File: src/hw/x11_pkg.sv
package x11_pkg;

  // --------------------
  // widths
  // --------------------
  localparam int DATA_W     = 32;   // bus and message word
  localparam int HASH_W     = 256;  // sha-256 digest
  localparam int HASH_WORDS = 8;    // digest split into bus words
  localparam int FIFO_DEPTH = 256;  // message word entries
  localparam int CNT_W      = 9;    // occupancy 0 .. 256
  localparam int ADDR_DEC_W = 20;   // low address bits that get decoded

  // build word 0xYYMMDDss with year, month, day and serial
  localparam logic [DATA_W-1:0] CURRENT_DATE = 32'h00010101;

  // --------------------
  // address map
  // --------------------
  // common block
  localparam logic [ADDR_DEC_W-1:0] ADDR_CTRL    = 20'h00000;
  localparam logic [ADDR_DEC_W-1:0] ADDR_STATUS  = 20'h00004;
  localparam logic [ADDR_DEC_W-1:0] ADDR_VERSION = 20'h0000C;

  // sha-256 channel
  localparam logic [ADDR_DEC_W-1:0] ADDR_SHA_CTRL    = 20'h00100;
  localparam logic [ADDR_DEC_W-1:0] ADDR_SHA_STATUS  = 20'h00104;
  localparam logic [ADDR_DEC_W-1:0] ADDR_SHA_PUSH    = 20'h0010C;  // wr pushes, rd gives count
  localparam logic [ADDR_DEC_W-1:0] ADDR_SHA_HASH_H7 = 20'h00110;  // lsb word
  localparam logic [ADDR_DEC_W-1:0] ADDR_SHA_HASH_H0 =
    ADDR_SHA_HASH_H7 + ADDR_DEC_W'(4 * (HASH_WORDS - 1));          // msb word at 0x12C
  localparam logic [ADDR_DEC_W-1:0] ADDR_SHA_COUNT   = 20'h00130;

  // keccak channel
  localparam logic [ADDR_DEC_W-1:0] ADDR_KEK_CTRL   = 20'h00200;
  localparam logic [ADDR_DEC_W-1:0] ADDR_KEK_STATUS = 20'h00204;

  // --------------------
  // bit positions
  // --------------------
  localparam int CTRL_ENABLE     = 0;
  localparam int SHA_CTRL_ENABLE = 0;
  localparam int SHA_CTRL_RESET  = 1;  // self clearing
  localparam int KEK_CTRL_ENABLE = 0;

  // common status word
  localparam int ST_X11_ACT = 0;
  localparam int ST_SHA_ACT = 4;
  localparam int ST_KEK_ACT = 8;

  // sha status word
  localparam int SST_RDY      = 0;
  localparam int SST_HASH_VLD = 1;
  localparam int SST_EMPTY    = 4;
  localparam int SST_M1FULL   = 5;
  localparam int SST_FULL     = 6;

  // activation sequencer
  typedef enum logic [1:0] {
    IDLE,    // x11 block held off
    ARMED,   // enable written, waiting one cycle
    ACTIVE   // x11 block running
  } act_state_e;

endpackage

File: src/hw/sha256_hash_capture.sv
`timescale 1ns/1ps

module sha256_hash_capture (
  input  logic                                                 clk_125mhz,
  input  logic                                                 sha_rstn_i,
  input  logic                                                 hash_valid_i,  // held by engine
  input  logic [x11_pkg::HASH_W-1:0]                           hash_i,
  output logic [x11_pkg::HASH_WORDS-1:0][x11_pkg::DATA_W-1:0]  hash_words_o,  // [0] is H7
  output logic                                                 hash_valid_o
);
  import x11_pkg::*;

  logic hash_rise;  // first cycle of valid

  // hash_valid_o doubles as the edge detector history
  assign hash_rise = hash_valid_i & ~hash_valid_o;

  always_ff @(posedge clk_125mhz) begin
    if (!sha_rstn_i) begin
      hash_valid_o <= 1'b0;
      hash_words_o <= '0;
    end else begin
      hash_valid_o <= hash_valid_i;
      if (hash_rise) begin
        for (int i = 0; i < HASH_WORDS; i++) begin
          hash_words_o[i] <= hash_i[i*DATA_W +: DATA_W];  // lsb slice goes to H7
        end
      end
    end
  end

endmodule

File: config.mk
export PLATFORM = sky130hd
export DESIGN_NAME = sha256_hash_capture
export DESIGN_NICKNAME = d
export VERILOG_FILES = /design/src/hw/x11_pkg.sv /design/src/hw/sha256_hash_capture.sv
export SDC_FILE = /design/constraint.sdc
export NUM_CORES = 1
export LEC_CHECK = 0
export BUFFER_PORTS_ARGS = -buffer_cell sky130_fd_sc_hd__buf_2
export CELL_PAD_IN_SITES_DETAIL_PLACEMENT = 1
export CELL_PAD_IN_SITES_GLOBAL_PLACEMENT = 1
export CORE_AREA = 2 2 201 203
export CTS_BUF_LIST = sky130_fd_sc_hd__clkbuf_2 sky130_fd_sc_hd__clkbuf_4 sky130_fd_sc_hd__clkbuf_8
export CTS_CLUSTER_DIAMETER = 100
export CTS_CLUSTER_SIZE = 40
export DETAILED_ROUTE_END_ITERATION = 10
export DIE_AREA = 0 0 203 205
export PLACE_DENSITY_LB_ADDON = 0.1
export SYNTH_ARGS = -nofsm -noshare
export SYNTH_HDL_FRONTEND = slang
export SYNTH_SLANG_ARGS = --single-unit
File: constraint.sdc
create_clock -name clk_125mhz -period 1.35 [get_ports clk_125mhz]
set_input_delay 0.27 -clock clk_125mhz [delete_from_list [all_inputs] [get_ports clk_125mhz]]
set_output_delay 0.27 -clock clk_125mhz [all_outputs]
set_load 0.005 [all_outputs]
==> key figures <==
Timing
  • Min cycle time layout: 1350 ps
  • Setup TNS: 0 ps
  • Final hold slack: 170 ps
  • Layout Skew: 15.9 ps
  • Final Cycle Share: 1.00
  • Fmax: about 740 MHz
  • RSZ-0062 raised after global routing: true
  • Fin. Hold Viols: 0
  • Slew headroom: 0.780
  • Worst Max-Slew Pin Slew: roughly 330 ps
  • Final setup fails: 0
  • Final Max Tran Viols: 0

Power and ir drop
  • Cell Pwr Density: approximately 880 nW/um^2
  • Max VDD drop: around 700 uV
  • Lkg Pwr: around 8.6 nW

Logic synthesis
  • Mapped Avg Cell Area: roughly 9.4 sq um
  • Post-Syn Nets: approximately 1,400
  • Synth warn: 0
  • Post-Syn Area: 10,500 sq um
  • Yosys reg bits: between 200 and 300
  • Cell variety after synth: 11
  • Seq/Total Area, Yosys: 0.492
  • Synthesized instance count: around 1,100

Clocking
  • Clock Latency Late Sink: 560 ps
  • Clock Root Buffer: clkbuf_8
  • Cts bufs inserted: 13
  • Worst-path clk slew: about 190 ps
  • CTS sink count: 257
  • CTS tree: built
  • CTS max path bufs: 3
  • H-tree levels: 1

Global routing
  • Largest net degree at the start of global routing: 66
  • Initial antenna violation count: 3
  • Gr ovfl total: 0
  • Vias in the first global route: approximately 11,000
  • Gr usage total: 0.182
  • Wire length of the first global-routing pass: between 60 and 70 mm

Finish
  • Area Growth Syn to Fin: 74.5%
  • Most frequent cells in the layout: nand2_1, buf_2, dlygate4sd3_1, dfxtp_2, mux2i_1
  • Layout cell share with drive strength beyond 1: 0.463
  • Most common cell after layout, fill and taps aside: nand2_1
  • Nets: 2,160
  • Total of fill cells in the finished design: 4,522

Floorplan
  • Initial Utilization: 0.266
  • CORE AREA: 39,400 sq um
  • Die ar.: 41,600 sq um
  • Chip height: roughly 210 microns
  • Placement row count: 73
  • # IOs: a little over 500
  • Chip Width: slightly above 200 microns

Critical path
  • CP Cell Sequence: buf_6
  • Family with the most delay on the worst path: flip-flops
  • Slowest cell delay on critical path: approximately 400 ps
  • Critical Path RT: around 1100 ps
  • Buffers plus inverters on the worst setup path: 1
  • Crit-path max FO: 2
  • Startpoint Class: register
  • Setup CP Type: reg -> out
  • CP endpoint kind: output pin
  • Worst path slowest cell: dfxtp_4
  • Critical Path AT: between 1000 and 1500 ps

Detailed routing
  • Pre-antenna DRT Iters: 4
  • Initial DRC Count: 292
  • Vias per std cell: approximately 4.3
  • Detail Route met2 WL: 20.6 mm
  • Uppermost layer routed: met5
  • Routed WL per cell: approximately 17 microns
  • Residual DRC: 0
  • Final ANT Viol Nets: 0
  • Via count: approximately 10,000
  • M1 WL: approximately 16 mm
  • Metal3 WL: 2.98 mm
  • Final WL: 40.4 mm

Place
  • HPWL after DPL: 28.9 mm
  • Final GP Congestion: roughly 0.76
  • Port bufs: roughly 500

Flow run
  • Max-cap violations: 0

Status
  • Status: finished, final reports clean

Hold path
  • Worst hold path type: in -> reg
layer usage:
layer | vias up | track usage
met1 | 4870 | 0.199
met4 | 2 | 0.0537
li1 | 5115 | -
met2 | 321 | 0.338
met3 | 56 | 0.0549
met5 | - | 0
worst paths after layout:
| kind | start | end | slack, ps | depth (start not counted) |
|---|---|---|---|---|
| worst max register to register | hash_valid_o$_SDFF_PN0_ | hash_words_o[208]$_SDFFE_PN0P_ | 60 | 4 |
| worst max-delay path | hash_words_o[252]$_SDFFE_PN0P_ | hash_words_o[252] | 0.1 | 1 |
| worst min register to register | hash_words_o[169]$_SDFFE_PN0P_ | hash_words_o[169]$_SDFFE_PN0P_ | 470 | 2 |
| worst min-delay path | sha_rstn_i | hash_words_o[25]$_SDFFE_PN0P_ | 170 | 4 |
cells in the mapped netlist:
cell type,n,share of area
buf_2,53,0.025
clkbuf_1,4,0.0014
nor2b_4,1,0.0013
and2_1,1,0.00060
dfxtp_1,257,0.49
mux2i_1,256,0.24
buf_8,5,0.0072
nand2_1,512,0.18
buf_12,22,0.042
buf_4,1,0.00072
buf_6,1,0.0011
flip-flops by register name, summed over array words and instances (netlist names):
register	cells
hash_valid_o	1
hash_words_o	256
final cells by class:
cell class / instances / area (sq um) / area share
Timing Repair Buffer: 859 / 7330 / 0.401
Antenna cell: 2 / 5.00 / 0.000274
Sequential cell: 257 / 5470 / 0.300
Clock buffer: 13 / 179 / 0.00980
Clock inverter: 8 / 108 / 0.00589
Tap cell: 525 / 657 / 0.0360
Multi-Input combinational cell: 770 / 4520 / 0.247
through the flow:
stage	setup slack [ps]	util	instances	total power, mW	instance area, sq um
floorplan	258	-	1113	9.80	10500
global placement	76.4	0.346	2114	11.0	13600
detailed placement	29.5	0.346	2114	11.0	13600
CTS	-43.4	0.448	2405	16.1	17600
global route	-73.6	0.464	2434	17.0	18300
finish	0.140	0.464	2434	16.1	18300
worst reg2reg max path: stages, from the launching register on:
cell and delay (ps):
dfxtp_2 370, nor2b_4 210, buf_12 200, buf_12 200, mux2i_1 250
kinds of logic after synthesis:
kind of cell,synth area share
buffers and inverters,0.0778
multiplexers,0.245
flip-flops,0.492
AND/OR/NAND/NOR,0.186
repair_timing:
item,CTS,global route
gates cloned,0,0
buffers inserted,13,27
endpoints found under the setup margin,229,248
hold buffers,257,0
hold endpoints to repair,257,0
resized for setup,369,92
power by group:
part / internal [mW] / switching (mW) / leakage, nW
combinational: 2.21 / 1.44 / 6.24
sequential: 8.16 / 0.324 / 2.21
clock: 1.21 / 2.74 / 0.138
Power figures use the tool's default switching activity.
