File: src/hw/x11_pkg.sv
package x11_pkg;

  // --------------------
  // widths
  // --------------------
  localparam int DATA_W     = 32;   // bus and message word
  localparam int HASH_W     = 256;  // sha-256 digest
  localparam int HASH_WORDS = 8;    // digest split into bus words
  localparam int FIFO_DEPTH = 256;  // message word entries
  localparam int CNT_W      = 9;    // occupancy 0 .. 256
  localparam int ADDR_DEC_W = 20;   // low address bits that get decoded

  // build word 0xYYMMDDss with year, month, day and serial
  localparam logic [DATA_W-1:0] CURRENT_DATE = 32'h00010101;

  // --------------------
  // address map
  // --------------------
  // common block
  localparam logic [ADDR_DEC_W-1:0] ADDR_CTRL    = 20'h00000;
  localparam logic [ADDR_DEC_W-1:0] ADDR_STATUS  = 20'h00004;
  localparam logic [ADDR_DEC_W-1:0] ADDR_VERSION = 20'h0000C;

  // sha-256 channel
  localparam logic [ADDR_DEC_W-1:0] ADDR_SHA_CTRL    = 20'h00100;
  localparam logic [ADDR_DEC_W-1:0] ADDR_SHA_STATUS  = 20'h00104;
  localparam logic [ADDR_DEC_W-1:0] ADDR_SHA_PUSH    = 20'h0010C;  // wr pushes, rd gives count
  localparam logic [ADDR_DEC_W-1:0] ADDR_SHA_HASH_H7 = 20'h00110;  // lsb word
  localparam logic [ADDR_DEC_W-1:0] ADDR_SHA_HASH_H0 =
    ADDR_SHA_HASH_H7 + ADDR_DEC_W'(4 * (HASH_WORDS - 1));          // msb word at 0x12C
  localparam logic [ADDR_DEC_W-1:0] ADDR_SHA_COUNT   = 20'h00130;

  // keccak channel
  localparam logic [ADDR_DEC_W-1:0] ADDR_KEK_CTRL   = 20'h00200;
  localparam logic [ADDR_DEC_W-1:0] ADDR_KEK_STATUS = 20'h00204;

  // --------------------
  // bit positions
  // --------------------
  localparam int CTRL_ENABLE     = 0;
  localparam int SHA_CTRL_ENABLE = 0;
  localparam int SHA_CTRL_RESET  = 1;  // self clearing
  localparam int KEK_CTRL_ENABLE = 0;

  // common status word
  localparam int ST_X11_ACT = 0;
  localparam int ST_SHA_ACT = 4;
  localparam int ST_KEK_ACT = 8;

  // sha status word
  localparam int SST_RDY      = 0;
  localparam int SST_HASH_VLD = 1;
  localparam int SST_EMPTY    = 4;
  localparam int SST_M1FULL   = 5;
  localparam int SST_FULL     = 6;

  // activation sequencer
  typedef enum logic [1:0] {
    IDLE,    // x11 block held off
    ARMED,   // enable written, waiting one cycle
    ACTIVE   // x11 block running
  } act_state_e;

endpackage

File: src/hw/x11_ctrl_regs.sv
`timescale 1ns/1ps

module x11_ctrl_regs (
  input  logic                       clk_125mhz,
  input  logic                       rstn_125mhz,
  input  logic                       ctrl_wr_i,      // strobe from bus decode
  input  logic                       sha_ctrl_wr_i,
  input  logic                       kek_ctrl_wr_i,
  input  logic [x11_pkg::DATA_W-1:0] wdata_i,
  output logic [x11_pkg::DATA_W-1:0] ctrl_o,
  output logic [x11_pkg::DATA_W-1:0] sha_ctrl_o,
  output logic [x11_pkg::DATA_W-1:0] kek_ctrl_o,
  output logic                       x11_activated_o,
  output logic                       sha_rstn_o,     // sha channel held in reset while low
  output logic                       kek_rstn_o
);
  import x11_pkg::*;

  act_state_e state_q;
  act_state_e state_d;
  logic       x11_en;   // enable bit as held in ctrl
  logic       sha_go;   // release condition for sha channel
  logic       kek_go;

  assign x11_en = ctrl_o[CTRL_ENABLE];

  // --------------------
  // control words
  // --------------------
  always_ff @(posedge clk_125mhz) begin
    if (!rstn_125mhz) begin
      ctrl_o     <= '0;
      sha_ctrl_o <= '0;
      kek_ctrl_o <= '0;
    end else begin
      if (ctrl_wr_i) begin
        ctrl_o <= wdata_i;
      end
      if (sha_ctrl_wr_i) begin
        sha_ctrl_o <= wdata_i;
      end else begin
        sha_ctrl_o[SHA_CTRL_RESET] <= 1'b0;  // reset bit lives one cycle only
      end
      if (kek_ctrl_wr_i) begin
        kek_ctrl_o <= wdata_i;
      end
    end
  end

  // --------------------
  // activation sequencer
  // --------------------
  always_comb begin
    state_d = state_q;
    case (state_q)
      IDLE:    if (ctrl_wr_i && wdata_i[CTRL_ENABLE]) state_d = ARMED;  // arm on the write
      ARMED:   state_d = x11_en ? ACTIVE : IDLE;  // enable may be gone again
      ACTIVE:  if (!x11_en) state_d = IDLE;
      default: state_d = IDLE;
    endcase
  end

  always_ff @(posedge clk_125mhz) begin
    if (!rstn_125mhz) begin
      state_q <= IDLE;
    end else begin
      state_q <= state_d;
    end
  end

  assign x11_activated_o = (state_q == ACTIVE);

  // channel release needs x11 running plus own enable
  assign sha_go = x11_activated_o & x11_en & sha_ctrl_o[SHA_CTRL_ENABLE]
                & ~sha_ctrl_o[SHA_CTRL_RESET];
  assign kek_go = x11_activated_o & x11_en & kek_ctrl_o[KEK_CTRL_ENABLE];

  always_ff @(posedge clk_125mhz) begin
    if (!rstn_125mhz) begin
      sha_rstn_o <= 1'b0;
      kek_rstn_o <= 1'b0;
    end else begin
      sha_rstn_o <= sha_go;  // one cycle behind the condition
      kek_rstn_o <= kek_go;
    end
  end

endmodule

File: config.mk
export PLATFORM = sky130hd
export DESIGN_NAME = x11_ctrl_regs
export DESIGN_NICKNAME = d
export VERILOG_FILES = /design/src/hw/x11_pkg.sv /design/src/hw/x11_ctrl_regs.sv
export SDC_FILE = /design/constraint.sdc
export NUM_CORES = 1
export LEC_CHECK = 0
export BUFFER_PORTS_ARGS = -buffer_cell sky130_fd_sc_hd__buf_4
export CORE_AREA = 3 3 119 121
export CTS_CLUSTER_SIZE = 40
export DETAILED_ROUTE_END_ITERATION = 8
export DIE_AREA = 0 0 122 124
export HOLD_SLACK_MARGIN = 0.08
export PLACE_DENSITY_LB_ADDON = 0.25
export SLEW_MARGIN = 20
export SYNTH_ARGS = -nofsm -noshare
export SYNTH_HDL_FRONTEND = slang
export SYNTH_SLANG_ARGS = --single-unit
File: constraint.sdc
create_clock -name clk_125mhz -period 1 [get_ports clk_125mhz]
set_input_delay 0.2 -clock clk_125mhz [delete_from_list [all_inputs] [get_ports clk_125mhz]]
set_output_delay 0.2 -clock clk_125mhz [all_outputs]
set_load 0.02 [all_outputs]
==> results.py <==
metrics = {
    "status": {
        "status": "finished, violations left",
        "violations": "setup timing",
    },
    "synth": {
        "yosysSeqAreaShare_pct": 51.3,
        "yosys_warnings": 0,
        "synthAdderAreaFrac_pct": 0,
        "syn_avg_cell_area_um2": 12.1,
        "netlist_instances": 323,
        "yosys.area_share.xor_xnor_pct": 0.224,
        "synth_mux_area_share_pct": 24.4,
        "yosys.area_share.simple_pct": 16.8,
        "syn-cell-area_um2": 3900,
        "synth_top_family_by_area": "multiplexers",
        "ys_types": 15,
        "synth_fp_nets": 360,
        "synth_compound_area_share_pct": 0,
        "ys_seq_elements": 100,
    },
    "detailed_routing": {
        "drcViolationCount": 0,
        "via_count": 2734,
        "ant_nets": 0,
        "wirelength_um": 9620,
        "viasPerCell": 4.19,
        "wire_per_inst_um": 14.7,
        "drtIter0Drc": 69,
        "drtPass1Iterations": 4,
    },
    "min_path": {
        "whs_path_depth": 2,
        "min_path_type": "input pin to flop",
        "timing.hold.worst.start": "wdata_i[1]",
        "min_to": "sha_ctrl_o[1]$_SDFF_PN0_",
    },
    "timing": {
        "setup_viol": 3,
        "clock_skew_ps": 4.45,
        "fin_ws_ps": -119,
        "relSlewSlack_pct": 89.1,
        "finalHoldViolations": 0,
        "worst_slew_pin_slew_ps": 159,
        "setup_tns_ps": -122,
        "period_minus_slack_ps": 1120,
        "fmax_mhz": 894,
        "rsz0062_at_grt": "true",
        "finalMaxSlewViolations": 0,
        "post-route-period-util_pct": 112,
    },
    "critical_path": {
        "r2r_start": "state_q[1]$_SDFFE_PN0P_",
        "reg2reg_depth": 4,
        "required_ps": 800,
        "arrival_ps": 920,
        "startpoint_type": "flop",
        "rrSetupSlack_ps": 30,
        "cp_max_fo": 2,
        "crit_start": "state_q[1]$_SDFFE_PN0P_",
        "r2r_end": "state_q[1]$_SDFFE_PN0P_",
        "path_class": "flop to output pin",
        "cp-end-kind": "output pin",
    },
    "floorplanning": {
        "rows": 42,
        "die_y_um": 124,
        "die-area_um2": 15100,
        "initial_utilization_pct": 29.6,
        "core-area_um2": 13200,
        "io_pins": 136,
        "die_w_um": 122,
    },
    "cts": {
        "htreeDepth": 3,
        "cts_hold_buf": 0,
        "cts.clk_slew.worst_paths_ps": 70,
        "cts_tree": "yes",
        "clk_latency_ps": 340,
        "root_buffer": "clkbuf_16",
        "clock-sinks": 100,
        "clockBufferDepth": 2,
        "cts_buffers": 9,
    },
    "job": {
        "drv_cap": 0,
    },
    "power_and_ir_drop": {
        "p_leak_nw": 2.73,
        "power_density_nw_per_um2": 1600,
        "fin_total_pwr_mw": 9.57,
        "ir_worst_vdd_mv": 0.717,
    },
    "grt": {
        "antenna_found_initial": 0,
        "grt-ovfl-total": 0,
        "grt_max_degree": 51,
        "grt_use_total_pct": 12.6,
        "grt_pass1_wl_um": 14700,
        "grt_pass1_vias": 2698,
    },
    "place": {
        "gp_congestion": 0.740,
        "placed_cell_area_um2": 5040,
        "placedCellCount": 621,
        "hpwl_um": 6620,
        "pre_cts_ws_ps": 78.5,
        "io_buffers": 135,
    },
    "layout": {
        "final_layout_size_suffix_gt1_share_pct": 57.9,
        "area_growth_pct": 52.9,
        "final_cell_mix": "100 x dfxtp_2, 99 x buf_6, 95 x mux2i_1, 95 x nor2b_1, 53 x buf_4",
        "finalNonFillerCells": 653,
        "n_antenna_cell": 0,
        "final_nets": 509,
        "final_common_cell": "dfxtp_2",
        "final_area_um2": 5970,
    },
}
## state kept, by name, indices dropped and copies added, names as in the netlist
signal      count
kek_rstn_o      1
kek_ctrl_o     32
ctrl_o         32
state_q         2
sha_ctrl_o     32
sha_rstn_o      1
## area by class of cell
class / count / area [µm²]
multi-input cells: 199 / 1620
fillers: 1221 / 7220
flip-flops and latches: 100 / 2130
clock inverters: 1 / 30.0
well taps: 176 / 220
repair buffers: 161 / 1690
clock buffers: 15 / 268
inverters: 1 / 3.75
## critical path, stage by stage, from the launching register on
cell and delay, ps:
dfxtp_2 330, nor2b_4 130, buf_6 120
## Yosys cell counts (all sizes together)
| library cell | n | area (µm²) |
|---|---|---|
| and3 | 2 | 12.5 |
| and4 | 1 | 8.76 |
| buf | 14 | 236 |
| clkbuf | 8 | 31.3 |
| dfxtp | 100 | 2000 |
| dlymetal6s2s | 1 | 12.5 |
| inv | 1 | 3.75 |
| mux2i | 95 | 951 |
| nand4b | 1 | 15.0 |
| nor2 | 2 | 7.51 |
| nor2b | 96 | 601 |
| nor3b | 1 | 12.5 |
| xor2 | 1 | 8.76 |
## worst max-delay path by stage
stage / to / slack [ps]
2_1_floorplan: x11_activated_o / 80
3_3_place_gp: kek_ctrl_o[13]$_SDFFE_PN0P_ / 100
3_5_place_dp: ctrl_o[4]$_SDFFE_PN0P_ / 80
4_1_cts: x11_activated_o / -170
5_1_grt: x11_activated_o / -160
6_report: x11_activated_o / -120
## power by group
part           switching [mW]  leakage (nW)  internal [mW]  total (mW)
clock network            1.42         0.144           2.08        3.50
logic                   0.742          1.72          0.893        1.64
registers               0.169         0.861           4.26        4.43
## per-stage QoR
| step | hold slack (ps) | util (%) |
|---|---|---|
| detailed placement | 443 | 38.2 |
| global route | 133 | 45.2 |
| finish | 109 | 45.2 |
| CTS | 93.8 | 44.7 |
| global placement | 421 | 38.2 |
| floorplan | 353 | - |
## cell families after synthesis
kind of cell | Yosys count
buffers and inverters | 24
AND/OR/NAND/NOR | 103
multiplexers | 95
XOR/XNOR | 1
flip-flops | 100
## repair_timing
action,in CTS,in global routing
setup endpoints to repair,99,99
buffers inserted,8,8
pin swaps,0,1
resized for setup,197,3
## per-layer routing
| layer | vias to the layer above | track usage (%) | share of wire, % |
|---|---|---|---|
| li1 | 1360 | - | - |
| met1 | 1277 | 16.3 | 45 |
| met2 | 83 | 19.4 | 47 |
| met3 | 14 | 3.95 | 6.4 |
| met4 | 0 | 5.74 | 2.0 |
| met5 | - | 0 | 0 |
Power figures use the tool's default switching activity.
