--- src/hw/x11_pkg.sv ---
package x11_pkg;

  // --------------------
  // widths
  // --------------------
  localparam int DATA_W     = 32;   // bus and message word
  localparam int HASH_W     = 256;  // sha-256 digest
  localparam int HASH_WORDS = 8;    // digest split into bus words
  localparam int FIFO_DEPTH = 256;  // message word entries
  localparam int CNT_W      = 9;    // occupancy 0 .. 256
  localparam int ADDR_DEC_W = 20;   // low address bits that get decoded

  // build word 0xYYMMDDss with year, month, day and serial
  localparam logic [DATA_W-1:0] CURRENT_DATE = 32'h00010101;

  // --------------------
  // address map
  // --------------------
  // common block
  localparam logic [ADDR_DEC_W-1:0] ADDR_CTRL    = 20'h00000;
  localparam logic [ADDR_DEC_W-1:0] ADDR_STATUS  = 20'h00004;
  localparam logic [ADDR_DEC_W-1:0] ADDR_VERSION = 20'h0000C;

  // sha-256 channel
  localparam logic [ADDR_DEC_W-1:0] ADDR_SHA_CTRL    = 20'h00100;
  localparam logic [ADDR_DEC_W-1:0] ADDR_SHA_STATUS  = 20'h00104;
  localparam logic [ADDR_DEC_W-1:0] ADDR_SHA_PUSH    = 20'h0010C;  // wr pushes, rd gives count
  localparam logic [ADDR_DEC_W-1:0] ADDR_SHA_HASH_H7 = 20'h00110;  // lsb word
  localparam logic [ADDR_DEC_W-1:0] ADDR_SHA_HASH_H0 =
    ADDR_SHA_HASH_H7 + ADDR_DEC_W'(4 * (HASH_WORDS - 1));          // msb word at 0x12C
  localparam logic [ADDR_DEC_W-1:0] ADDR_SHA_COUNT   = 20'h00130;

  // keccak channel
  localparam logic [ADDR_DEC_W-1:0] ADDR_KEK_CTRL   = 20'h00200;
  localparam logic [ADDR_DEC_W-1:0] ADDR_KEK_STATUS = 20'h00204;

  // --------------------
  // bit positions
  // --------------------
  localparam int CTRL_ENABLE     = 0;
  localparam int SHA_CTRL_ENABLE = 0;
  localparam int SHA_CTRL_RESET  = 1;  // self clearing
  localparam int KEK_CTRL_ENABLE = 0;

  // common status word
  localparam int ST_X11_ACT = 0;
  localparam int ST_SHA_ACT = 4;
  localparam int ST_KEK_ACT = 8;

  // sha status word
  localparam int SST_RDY      = 0;
  localparam int SST_HASH_VLD = 1;
  localparam int SST_EMPTY    = 4;
  localparam int SST_M1FULL   = 5;
  localparam int SST_FULL     = 6;

  // activation sequencer
  typedef enum logic [1:0] {
    IDLE,    // x11 block held off
    ARMED,   // enable written, waiting one cycle
    ACTIVE   // x11 block running
  } act_state_e;

endpackage

--- src/hw/sys_bus_port.sv ---
`timescale 1ns/1ps

module sys_bus_port (
  input  logic                                                 clk_125mhz,
  input  logic                                                 rstn_125mhz,
  // host side
  input  logic [x11_pkg::DATA_W-1:0]                           sys_addr_i,
  input  logic [x11_pkg::DATA_W-1:0]                           sys_wdata_i,
  input  logic                                                 sys_wen_i,
  input  logic                                                 sys_ren_i,
  // register sources
  input  logic [x11_pkg::DATA_W-1:0]                           ctrl_i,
  input  logic [x11_pkg::DATA_W-1:0]                           sha_ctrl_i,
  input  logic [x11_pkg::DATA_W-1:0]                           kek_ctrl_i,
  input  logic                                                 x11_act_i,
  input  logic                                                 sha_act_i,
  input  logic                                                 kek_act_i,
  input  logic [x11_pkg::CNT_W-1:0]                            fifo_count_i,
  input  logic                                                 fifo_empty_i,
  input  logic                                                 fifo_m1full_i,
  input  logic                                                 fifo_full_i,
  input  logic                                                 sha_rdy_i,
  input  logic                                                 hash_valid_i,
  input  logic [x11_pkg::HASH_WORDS-1:0][x11_pkg::DATA_W-1:0]  hash_words_i,
  // write strobes
  output logic                                                 ctrl_wr_o,
  output logic                                                 sha_ctrl_wr_o,
  output logic                                                 kek_ctrl_wr_o,
  output logic [x11_pkg::DATA_W-1:0]                           wdata_o,
  output logic                                                 push_en_o,
  output logic [x11_pkg::DATA_W-1:0]                           push_data_o,
  // host return
  output logic [x11_pkg::DATA_W-1:0]                           sys_rdata_o,
  output logic                                                 sys_ack_o,
  output logic                                                 sys_err_o
);
  import x11_pkg::*;

  logic [ADDR_DEC_W-1:0]          addr;        // decoded part of the address
  logic [ADDR_DEC_W-1:0]          hash_off;    // offset into hash window
  logic [$clog2(HASH_WORDS)-1:0]  hash_idx;
  logic                           hash_hit;
  logic [DATA_W-1:0]              status;
  logic [DATA_W-1:0]              sha_status;
  logic [DATA_W-1:0]              count_word;
  logic [DATA_W-1:0]              rd_mux;

  assign addr = sys_addr_i[ADDR_DEC_W-1:0];

  // --------------------
  // write decode
  // --------------------
  assign ctrl_wr_o     = sys_wen_i && (addr == ADDR_CTRL);
  assign sha_ctrl_wr_o = sys_wen_i && (addr == ADDR_SHA_CTRL);
  assign kek_ctrl_wr_o = sys_wen_i && (addr == ADDR_KEK_CTRL);
  assign push_en_o     = sys_wen_i && (addr == ADDR_SHA_PUSH);
  assign wdata_o       = sys_wdata_i;
  assign push_data_o   = sys_wdata_i;  // message word into fifo

  // --------------------
  // status words
  // --------------------
  always_comb begin
    status             = '0;
    status[ST_X11_ACT] = x11_act_i;
    status[ST_SHA_ACT] = sha_act_i;
    status[ST_KEK_ACT] = kek_act_i;
  end

  always_comb begin
    sha_status               = '0;
    sha_status[SST_RDY]      = sha_rdy_i;
    sha_status[SST_HASH_VLD] = hash_valid_i;
    sha_status[SST_EMPTY]    = fifo_empty_i;
    sha_status[SST_M1FULL]   = fifo_m1full_i;
    sha_status[SST_FULL]     = fifo_full_i;
  end

  assign count_word = {{(DATA_W-CNT_W){1'b0}}, fifo_count_i};

  // hash window H7 .. H0, word aligned
  assign hash_off = addr - ADDR_SHA_HASH_H7;
  assign hash_idx = hash_off[2 +: $clog2(HASH_WORDS)];
  assign hash_hit = (addr >= ADDR_SHA_HASH_H7) && (addr <= ADDR_SHA_HASH_H0)
                  && (addr[1:0] == 2'b00);

  // read mux
  always_comb begin
    rd_mux = '0;  // unmapped reads zero
    case (addr)
      ADDR_CTRL:       rd_mux = ctrl_i;
      ADDR_STATUS:     rd_mux = status;
      ADDR_VERSION:    rd_mux = CURRENT_DATE;
      ADDR_SHA_CTRL:   rd_mux = sha_ctrl_i;
      ADDR_SHA_STATUS: rd_mux = sha_status;
      ADDR_SHA_PUSH,
      ADDR_SHA_COUNT:  rd_mux = count_word;  // one count for both views
      ADDR_KEK_CTRL:   rd_mux = kek_ctrl_i;
      ADDR_KEK_STATUS: rd_mux = '0;          // keccak engine reports nothing yet
      default:         if (hash_hit) rd_mux = hash_words_i[hash_idx];
    endcase
  end

  // --------------------
  // registered return
  // --------------------
  always_ff @(posedge clk_125mhz) begin
    if (!rstn_125mhz) begin
      sys_ack_o   <= 1'b0;
      sys_rdata_o <= '0;
    end else begin
      sys_ack_o <= sys_wen_i | sys_ren_i;  // every access acked next cycle
      if (sys_ren_i) begin
        sys_rdata_o <= rd_mux;
      end
    end
  end

  assign sys_err_o = 1'b0;  // no error path on this bus

endmodule

--- config.mk ---
export PLATFORM = sky130hd
export DESIGN_NAME = sys_bus_port
export DESIGN_NICKNAME = d
export VERILOG_FILES = /design/src/hw/x11_pkg.sv /design/src/hw/sys_bus_port.sv
export SDC_FILE = /design/constraint.sdc
export NUM_CORES = 1
export LEC_CHECK = 0
export BUFFER_PORTS_ARGS = -buffer_cell sky130_fd_sc_hd__buf_2
export CAP_MARGIN = 0
export CELL_PAD_IN_SITES_DETAIL_PLACEMENT = 0
export CELL_PAD_IN_SITES_GLOBAL_PLACEMENT = 1
export CORE_AREA = 2 2 209 211
export DETAILED_ROUTE_END_ITERATION = 8
export DIE_AREA = 0 0 211 213
export GPL_ROUTABILITY_DRIVEN = 1
export GPL_TIMING_DRIVEN = 1
export PLACE_DENSITY_LB_ADDON = 0.1
export SLEW_MARGIN = 20
export SYNTH_ARGS = -nofsm -noshare
export SYNTH_HDL_FRONTEND = slang
export SYNTH_SLANG_ARGS = --single-unit
--- constraint.sdc ---
create_clock -name clk_125mhz -period 1.71 [get_ports clk_125mhz]
set_clock_uncertainty 0.1 [all_clocks]
set_input_delay 0.0855 -clock clk_125mhz [delete_from_list [all_inputs] [get_ports clk_125mhz]]
set_output_delay 0.0855 -clock clk_125mhz [all_outputs]
set_load 0.02 [all_outputs]
==> flow_metrics.env, run 1 <==
export IMPL_p_sw_share_pct=32.0
export IMPL_cts_sinks=33
export IMPL_yosys_area_top_type_share_pct=30.9
export IMPL_die_w_um=211
export IMPL_max_cap_violations=0
export IMPL_fillers=4804
export IMPL_core_mm2=0.0427
export IMPL_crit_type="input pin to output port"
export IMPL_worstPathRequired_ps=1520
export IMPL_yosys_warnings=0
export IMPL_nNetsFinal=1410
export IMPL_die_y_um=213
export IMPL_tns_ps=-153
export IMPL_hpwl_um=27800
export IMPL_ios=539
export IMPL_cts_tree="yes"
export IMPL_start_util_pct=10.9
export IMPL_p_total_mw=3.52
export IMPL_port_buffers=429
export IMPL_h_tree_depth=2
export IMPL_via_count=5979
export IMPL_dp_cells=1433
export IMPL_antenna_found_initial=11
export IMPL_slew_headroom_pct=66.2
export IMPL_p_sw_mw=1.13
export IMPL_worst_slew_pin_slew_ps=502
export IMPL_clock_fmax_mhz=567
export IMPL_hold_viol=0
export IMPL_critPathMaxFanout=3
export IMPL_grt_pass1_vias=6613
export IMPL_crit_slowest_cell="or4_4"
export IMPL_p_clk_share_pct=32.6
export IMPL_gp_congestion=0.767
export IMPL_synth_seq_cells=33
export IMPL_synth_area_top_cells="mux4_2, dfxtp_1, buf_4"
export IMPL_period_share_pct=103
export IMPL_multiInputGateArea_mm2=0.00355
export IMPL_fin_cells=1524
export IMPL_critPathLaunchType="input pin"
export IMPL_power_density_mw_per_mm2=390
export IMPL_via_per_inst=3.92
export IMPL_crit_path_cell_trace="buf_8 -> or4_4 -> nor4_4 -> and3_4 -> buf_12 -> and2_4 -> buf_6"
export IMPL_routedWlPerCell_um=21.5
export IMPL_synth_fp_nets=922
export IMPL_timing_final_ws_setup_ps=-54.1
export IMPL_root_buffer="clkbuf_16"
export IMPL_synth_top_area_cell="mux4_2"
export IMPL_cts_buffers=5
export IMPL_grt_pass1_wl_um=44400
export IMPL_drtAntennaViolNets=0
export IMPL_drive_gt1_share_pct=68.6
export IMPL_syn_area_mm2=0.00466
export IMPL_crit_path_end_kind="output port"
export IMPL_syn_to_final_growth_pct=93.7
export IMPL_yosysSeqAreaShare_pct=14.2
export IMPL_grt_max_degree=39
export IMPL_violations="setup timing"
export IMPL_arrival_ps=1580
export IMPL_synth_cell_types=54
export IMPL_dr_pass1_iters=4
export IMPL_routed_wl_um=32800
export IMPL_post_route_drc_count=0
export IMPL_grtUsageTotal_pct=13.9
export IMPL_synthesis_instances=485
export IMPL_min_period_ps=1760
export IMPL_p_leak_nw=4.01
export IMPL_vdd_drop_max_mv=0.296
export IMPL_syn_avg_cell_area_um2=9.60
export IMPL_rows=76
export IMPL_regArea_um2=661
export IMPL_hp_class="input pin to flip-flop"
export IMPL_first_iter_violations=136
export IMPL_combPwrFrac_pct=44.3
export IMPL_drv_slew=0
export IMPL_cts_max_path_buffers=2
export IMPL_clkTransAtPathRegs_ps=60
export IMPL_rsz0062_at_grt="yes"
export IMPL_slowest_delay_ps=560
export IMPL_status="finished with violations"
export IMPL_internal_power_mw=2.39
export IMPL_finalSetupViolCount=4
export IMPL_worstSkewPairLatency_ps=300
export IMPL_pwr_share_seq_pct=23.1
export IMPL_final_core_util_pct=21.1
export IMPL_dieArea_mm2=0.0449
export IMPL_grt_overflow_total=0
export IMPL_pre_cts_ws_ps=-493
## cells in the final DEF, fill, tap and decap left out, drive strengths merged, types with 4 or more instances in the layout
cell,count
a21oi,48
a221oi,6
a22oi,6
and2,4
buf,531
clkbuf,7
dfxtp,33
diode,4
dlygate4sd3,58
mux2,7
mux2i,35
mux4,64
nand2,33
nand3,24
nor2,9
nor4,8
o211ai,23
o21ai,33
## metrics by stage
step / hold slack [ps] / area [um^2]
after global placement: 71.2 / 7560
after CTS: 1.88 / 8560
after floorplan: 95.7 / 4700
after detailed placement: 71.2 / 7560
final: 20.8 / 9020
after global routing: 35.6 / 9020
## Yosys cell counts, drive strengths merged
library cell and number:
o211ai 23, inv 3, a21boi 2, nand4b 2, and3 3, o32ai 1, or3 1, or2 2
a222oi 1, clkbuf 18, mux4 64, a221oi 6, a21o 1, nor2b 2, buf 92, or4 1
nor3 2, a21oi 48, o2bb2ai 3, or3b 1, mux2 7, nand3 24, o21a 2, o21ai 33
a211oi 2, nor4bb 2, o2111ai 1, nor4 8, and2 4, nor2 9, xnor2 1, o31ai 1
o22ai 2, and4b 1, mux2i 35, a31oi 1, nand2 33, nand4 1, dfxtp 33, conb 1
o21bai 1, a22oi 6, o221ai 1
## registers in the layout, indices dropped and copies added (netlist names)
| register | flops |
|---|---|
| sys_ack_o | 1 |
| sys_rdata_o | 32 |
## metal layers
| metal | track usage [%] | wire length, um | vias to the layer above |
|---|---|---|---|
| met2 | 25.9 | 17200 | 293 |
| met1 | 15.3 | 12600 | 2805 |
| met3 | 4.29 | 2420 | 40 |
| met4 | 3.21 | 451 | 14 |
| li1 | - | - | 2827 |
| met5 | 0 | 83 | - |
## critical path: cells and delay by family
family | cells | cell delay [ps]
buffers and inverters | 3 | 320
AND/OR/NAND/NOR | 4 | 1180
## cell type report
cell class | count | area share [%]
multi-input cells | 339 | 39.4
well taps | 546 | 7.57
inverters | 3 | 0.125
repair buffers | 591 | 43.6
flip-flops and latches | 33 | 7.32
clock inverters | 3 | 0.513
diodes | 4 | 0.111
clock buffers | 5 | 1.39
## power groups by stage
stage          Clock (mW)  Combinational [mW]  Sequential, mW
6_report             1.15                1.56           0.813
5_1_grt              1.24                1.69           0.816
4_1_cts              1.23                1.56           0.814
3_5_place_dp            0                1.43           0.831
3_3_place_gp            0                1.43           0.831
2_1_floorplan           0               0.788           0.862
## final timing paths
check / to / slack, ps / start / cells after the start
min: sys_ack_o / 20 / sys_wen_i / 2
max reg2reg: sys_rdata_o[7] / 340 / sys_rdata_o[7] / 4
max: kek_ctrl_wr_o / -50 / sys_addr_i[16] / 7
min reg2reg: sys_rdata_o[8] / 370 / sys_rdata_o[8] / 2
## kinds of logic (layout without fill, tap and decap cells)
group / count (synthesis) / count (layout) / synth area share, %
muxes: 106 / 106 / 40.2
and+or+nand+nor: 96 / 96 / 12.2
buffers and inverters: 113 / 602 / 15.5
xor gates and xnor gates: 1 / 1 / 0.188
DFF: 33 / 33 / 14.2
other: 1 / 5 / 0.0805
AOI/OAI and AO/OA: 135 / 135 / 17.7
## what timing repair did
action,4_1_cts,5_1_grt
resized for setup,39,66
pin swaps,7,27
hold endpoints to repair,29,2
hold buffers,55,3
setup endpoints to repair,33,36
gates cloned,1,2
setup buffers,11,11
No activity file was read; power rests on OpenSTA's default activity.
==> run 2: changes to the inputs <==
Settings changed: SETUP_SLACK_MARGIN set to 0.4.
==> flow_metrics.env, run 2 (synthesis gave the netlist of run 1 again) <==
export IMPL_syn_to_final_growth_pct=90.8
export IMPL_met2_usage_pct=25.8
export IMPL_antenna_found_initial=7
export IMPL_use_met3_pct=3.69
export IMPL_grt_pass1_wl_um=45100
export IMPL_cts_buffers=5
export IMPL_pwr_share_seq_pct=23.3
export IMPL_pre_cts_ws_ps=-543
export IMPL_crit_path_end_kind="output port"
export IMPL_port_buffers=429
export IMPL_final_core_util_pct=20.8
export IMPL_grt_pass1_vias=6687
export IMPL_p_sw_share_pct=31.9
export IMPL_hpwl_um=27200
export IMPL_holdWs_ps=34.7
export IMPL_grt_overflow_total=0
export IMPL_first_iter_violations=159
export IMPL_worstPathRequired_ps=1520
export IMPL_clock_fmax_mhz=555
export IMPL_max_cap_violations=0
export IMPL_min_path_cells=4
export IMPL_drive_gt1_share_pct=68.2
export IMPL_cts_tree="yes"
export IMPL_dr_pass1_iters=4
export IMPL_finalSetupViolCount=6
export IMPL_fin_cells=1514
export IMPL_crit_slowest_cell="or4_4"
export IMPL_largest_reg_flops=32
export IMPL_critPathLaunchType="input pin"
export IMPL_clkTransAtPathRegs_ps=60
export IMPL_cts_max_path_buffers=2
export IMPL_worst_slew_pin_slew_ps=573
export IMPL_p_total_mw=3.49
export IMPL_dp_cells=1427
export IMPL_drtAntennaViolNets=0
export IMPL_regToRegStartpoint="sys_rdata_o[7]"
export IMPL_slew_headroom_pct=61.4
export IMPL_core_mm2=0.0427
export IMPL_nNetsFinal=1402
export IMPL_r2r_cells=4
export IMPL_combPwrFrac_pct=44.1
export IMPL_crit_type="input pin to output port"
export IMPL_routedWlPerCell_um=21.6
export IMPL_timing_final_ws_setup_ps=-91.9
export IMPL_h_tree_depth=2
export IMPL_final_common_cell="buf_2"
export IMPL_routed_wl_um=32700
export IMPL_start_util_pct=10.9
export IMPL_min_period_ps=1800
export IMPL_status="finished with violations"
export IMPL_die_y_um=213
export IMPL_rows=76
export IMPL_via_count=5977
export IMPL_r2r_end="sys_rdata_o[7]"
export IMPL_critPathMaxFanout=3
export IMPL_cts_sinks=33
export IMPL_period_share_pct=105
export IMPL_arrival_ps=1620
export IMPL_p_clk_share_pct=32.6
export IMPL_hold_viol=0
export IMPL_min_from="kek_ctrl_i[2]"
export IMPL_rsz0062_at_grt="yes"
export IMPL_crit_path_cell_trace="buf_8 -> or4_4 -> nor4_4 -> buf_4 -> and3_4 -> buf_12 -> and2_4 -> buf_6"
export IMPL_use_met1_pct=15.7
export IMPL_p_sw_mw=1.11
export IMPL_via_per_inst=3.95
export IMPL_vdd_drop_max_mv=0.273
export IMPL_slowest_delay_ps=560
export IMPL_violations="setup timing"
export IMPL_ios=539
export IMPL_regToRegSetupSlack_ps=290
export IMPL_p_leak_nw=3.94
export IMPL_post_route_drc_count=0
export IMPL_grt_busiest_layer="met2"
export IMPL_final_cell_mix="buf_2, mux4_2, buf_4"
export IMPL_die_w_um=211
export IMPL_gp_congestion=0.730
export IMPL_root_buffer="clkbuf_16"
export IMPL_hold_end="sys_rdata_o[2]"
export IMPL_power_density_mw_per_mm2=393
export IMPL_internal_power_mw=2.38
export IMPL_hp_class="input pin to flip-flop"
export IMPL_top_regs="sys_rdata_o x32, sys_ack_o x1"
export IMPL_drv_slew=0
export IMPL_grtUsageTotal_pct=13.9
export IMPL_regMostFlops="sys_rdata_o"
export IMPL_worstSkewPairLatency_ps=290
export IMPL_grt_max_degree=31
export IMPL_dieArea_mm2=0.0449
-- run 2: area by class of cell --
type / count / area, um^2
Antenna cell: 2 / 5.00
Clock buffer: 5 / 125
Clock inverter: 3 / 46.3
Fill cell: 4836 / 33800
Inverter: 3 / 11.3
Multi-Input combinational cell: 339 / 3550
Sequential cell: 33 / 661
Tap cell: 546 / 683
Timing Repair Buffer: 583 / 3810
-- run 2: power by group through the flow --
stage | Clock [mW] | Combinational [mW] | Sequential (mW)
global placement | 0 | 1.41 | 0.831
CTS | 1.21 | 1.54 | 0.813
finish | 1.14 | 1.54 | 0.813
floorplan | 0 | 0.795 | 0.862
detailed placement | 0 | 1.41 | 0.831
global route | 1.23 | 1.67 | 0.817
-- run 2: routing by layer --
layer  vias to the layer above  wire length, um
met4                        12              499
li1                       2807                -
met2                       294            17000
met5                         -               86
met3                        40             2390
met1                      2824            12700
-- run 2: timing repair --
action | in CTS | in global routing
gates cloned | 1 | 1
resized for setup | 51 | 40
hold endpoints to repair | 30 | 0
pin swaps | 34 | 35
setup buffers | 13 | 5
endpoints found under the setup margin | 36 | 36
hold buffers | 57 | 0
-- run 2: metrics by stage --
stage	area (um^2)	setup TNS, ps
after floorplan	4750	-0.694
final	8890	-255
after detailed placement	7520	-16910
after global routing	8880	-1990
after global placement	7520	-16460
after CTS	8610	-1880
-- run 2: worst max path at each step --
stage              startpoint              end
3_3_place_gp   sys_addr_i[18]    kek_ctrl_wr_o
4_1_cts        sys_addr_i[16]    kek_ctrl_wr_o
3_5_place_dp   sys_addr_i[18]  sys_rdata_o[29]
5_1_grt        sys_addr_i[19]    kek_ctrl_wr_o
6_report       sys_addr_i[19]    kek_ctrl_wr_o
2_1_floorplan   sys_addr_i[3]   sys_rdata_o[2]
-- run 2: critical path, delay by kind of cell --
| family | cells | cell delay [ps] |
|---|---|---|
| AND/OR/NAND/NOR | 4 | 1030 |
| buffers and inverters | 4 | 500 |
==> run 3: changes to the inputs <==
Settings changed: SLEW_MARGIN 20 to not set.
Clock period 1.71 ns to 1.55 ns, I/O delays scaled along.
==> flow_metrics.env, run 3 (synthesis gave the netlist of run 1 again) <==
export IMPL_hp_class="input pin to flip-flop"
export IMPL_worst_slew_pin_slew_ps=484
export IMPL_cts_max_path_buffers=2
export IMPL_min_period_ps=1760
export IMPL_clkTransAtPathRegs_ps=60
export IMPL_crit_slowest_cell="and3_1"
export IMPL_rows=76
export IMPL_die_y_um=213
export IMPL_cp_common_cell="buf_6"
export IMPL_hpwl_um=26200
export IMPL_rsz0062_at_grt="yes"
export IMPL_power_density_mw_per_mm2=430
export IMPL_dr_pass1_iters=4
export IMPL_top_regs="sys_rdata_o x32, sys_ack_o x1"
export IMPL_placed_area_mm2=0.00756
export IMPL_via_per_inst=3.97
export IMPL_fin_area_mm2=0.00890
export IMPL_worstSkewPairLatency_ps=300
export IMPL_vdd_drop_max_mv=0.521
export IMPL_dieArea_mm2=0.0449
export IMPL_start_util_pct=10.9
export IMPL_final_cell_mix="buf_2, mux4_2, buf_4"
export IMPL_port_buffers=429
export IMPL_clock_fmax_mhz=567
export IMPL_routedWlPerCell_um=20.8
export IMPL_p_leak_nw=3.93
export IMPL_slowest_delay_ps=410
export IMPL_p_total_mw=3.83
export IMPL_grt_pass1_wl_um=43600
export IMPL_period_share_pct=114
export IMPL_slew_headroom_pct=67.3
export IMPL_largest_reg_flops=32
export IMPL_grtUsageTotal_pct=13.5
export IMPL_h_tree_depth=2
export IMPL_post_route_drc_count=0
export IMPL_timing_final_ws_setup_ps=-212
export IMPL_worstPathRequired_ps=1370
export IMPL_routed_wl_um=31500
export IMPL_critPathMaxFanout=4
export IMPL_dp_cells=1426
export IMPL_ios=539
export IMPL_antenna_found_initial=6
export IMPL_violations="setup timing"
export IMPL_core_mm2=0.0427
export IMPL_grt_pass1_vias=6705
export IMPL_cts_tree="yes"
export IMPL_status="finished with violations"
export IMPL_crit_path_end_kind="output port"
export IMPL_drv_slew=0
export IMPL_crit_type="input pin to output port"
export IMPL_finalSetupViolCount=35
export IMPL_nNetsFinal=1400
export IMPL_gp_congestion=0.702
export IMPL_first_iter_violations=148
export IMPL_cts_sinks=33
export IMPL_tns_ps=-4150
export IMPL_arrival_ps=1580
export IMPL_crit_path_cell_trace="buf_6 -> nor4_4 -> and3_1 -> and3_4 -> buf_12 -> and2_4 -> buf_6"
export IMPL_syn_to_final_growth_pct=91.1
export IMPL_cts_buffers=5
export IMPL_max_cap_violations=0
export IMPL_critPathLaunchType="input pin"
export IMPL_final_common_cell="buf_2"
export IMPL_die_w_um=211
export IMPL_grt_max_degree=43
export IMPL_regMostFlops="sys_rdata_o"
export IMPL_final_core_util_pct=20.9
export IMPL_via_count=5992
export IMPL_hold_viol=0
export IMPL_root_buffer="clkbuf_16"
export IMPL_drtAntennaViolNets=0
export IMPL_drive_gt1_share_pct=67.8
export IMPL_grt_overflow_total=0
export IMPL_antennaDiodeCount=0
export IMPL_fin_cells=1510
run 3: metrics by stage:
| stage | setup WS, ps | hold WS, ps |
|---|---|---|
| after CTS | -359 | 3.30 |
| after global placement | -716 | 55.2 |
| after detailed placement | -696 | 55.2 |
| after global routing | -301 | 27.1 |
| after floorplan | -153 | 87.7 |
| final | -212 | 9.16 |
run 3: timing repair:
item,CTS,global route
buffers inserted,12,7
resized for setup,55,29
endpoints found under the hold margin,28,1
cloned,1,1
pin swaps,19,18
endpoints found under the setup margin,36,36
hold buffers,54,1
run 3: per-layer routing:
metal / track usage, % / part of all wire (%) / vias to the layer above / wire [um]
met5: 0 / 0.21 / - / 67
met4: 2.87 / 1.4 / 10 / 426
met3: 4.24 / 8.3 / 46 / 2600
met2: 25.6 / 53 / 301 / 16600
met1: 14.6 / 37 / 2834 / 11800
li1: - / - / 2801 / -
run 3: final cells by class:
type                    instances  area, um^2
fillers                      4814       33800
clock buffers                   5         125
clock inverters                 3        46.3
multi-input cells             339        3520
inverters                       3        11.3
well taps                     546         683
repair buffers                581        3860
flip-flops and latches         33         661
run 3: path summary, 6_finish.rpt:
path                  start             end  slack (ps)  cells past startpoint
min               sys_wen_i       sys_ack_o           9                      2
min reg2reg  sys_rdata_o[8]  sys_rdata_o[8]         370                      2
max          sys_addr_i[13]   kek_ctrl_wr_o        -210                      7
max reg2reg  sys_rdata_o[7]  sys_rdata_o[7]         350                      4
run 3: where the power goes:
group          switching [mW]  internal (mW)
logic                   0.692          0.965
clock network           0.512          0.765
registers              0.0156          0.879
total                    1.22           2.61
run 3: critical path: cells and delay by family:
kind          cells  cell delay [ps]
buf+inv           3              320
simple gates      4             1190
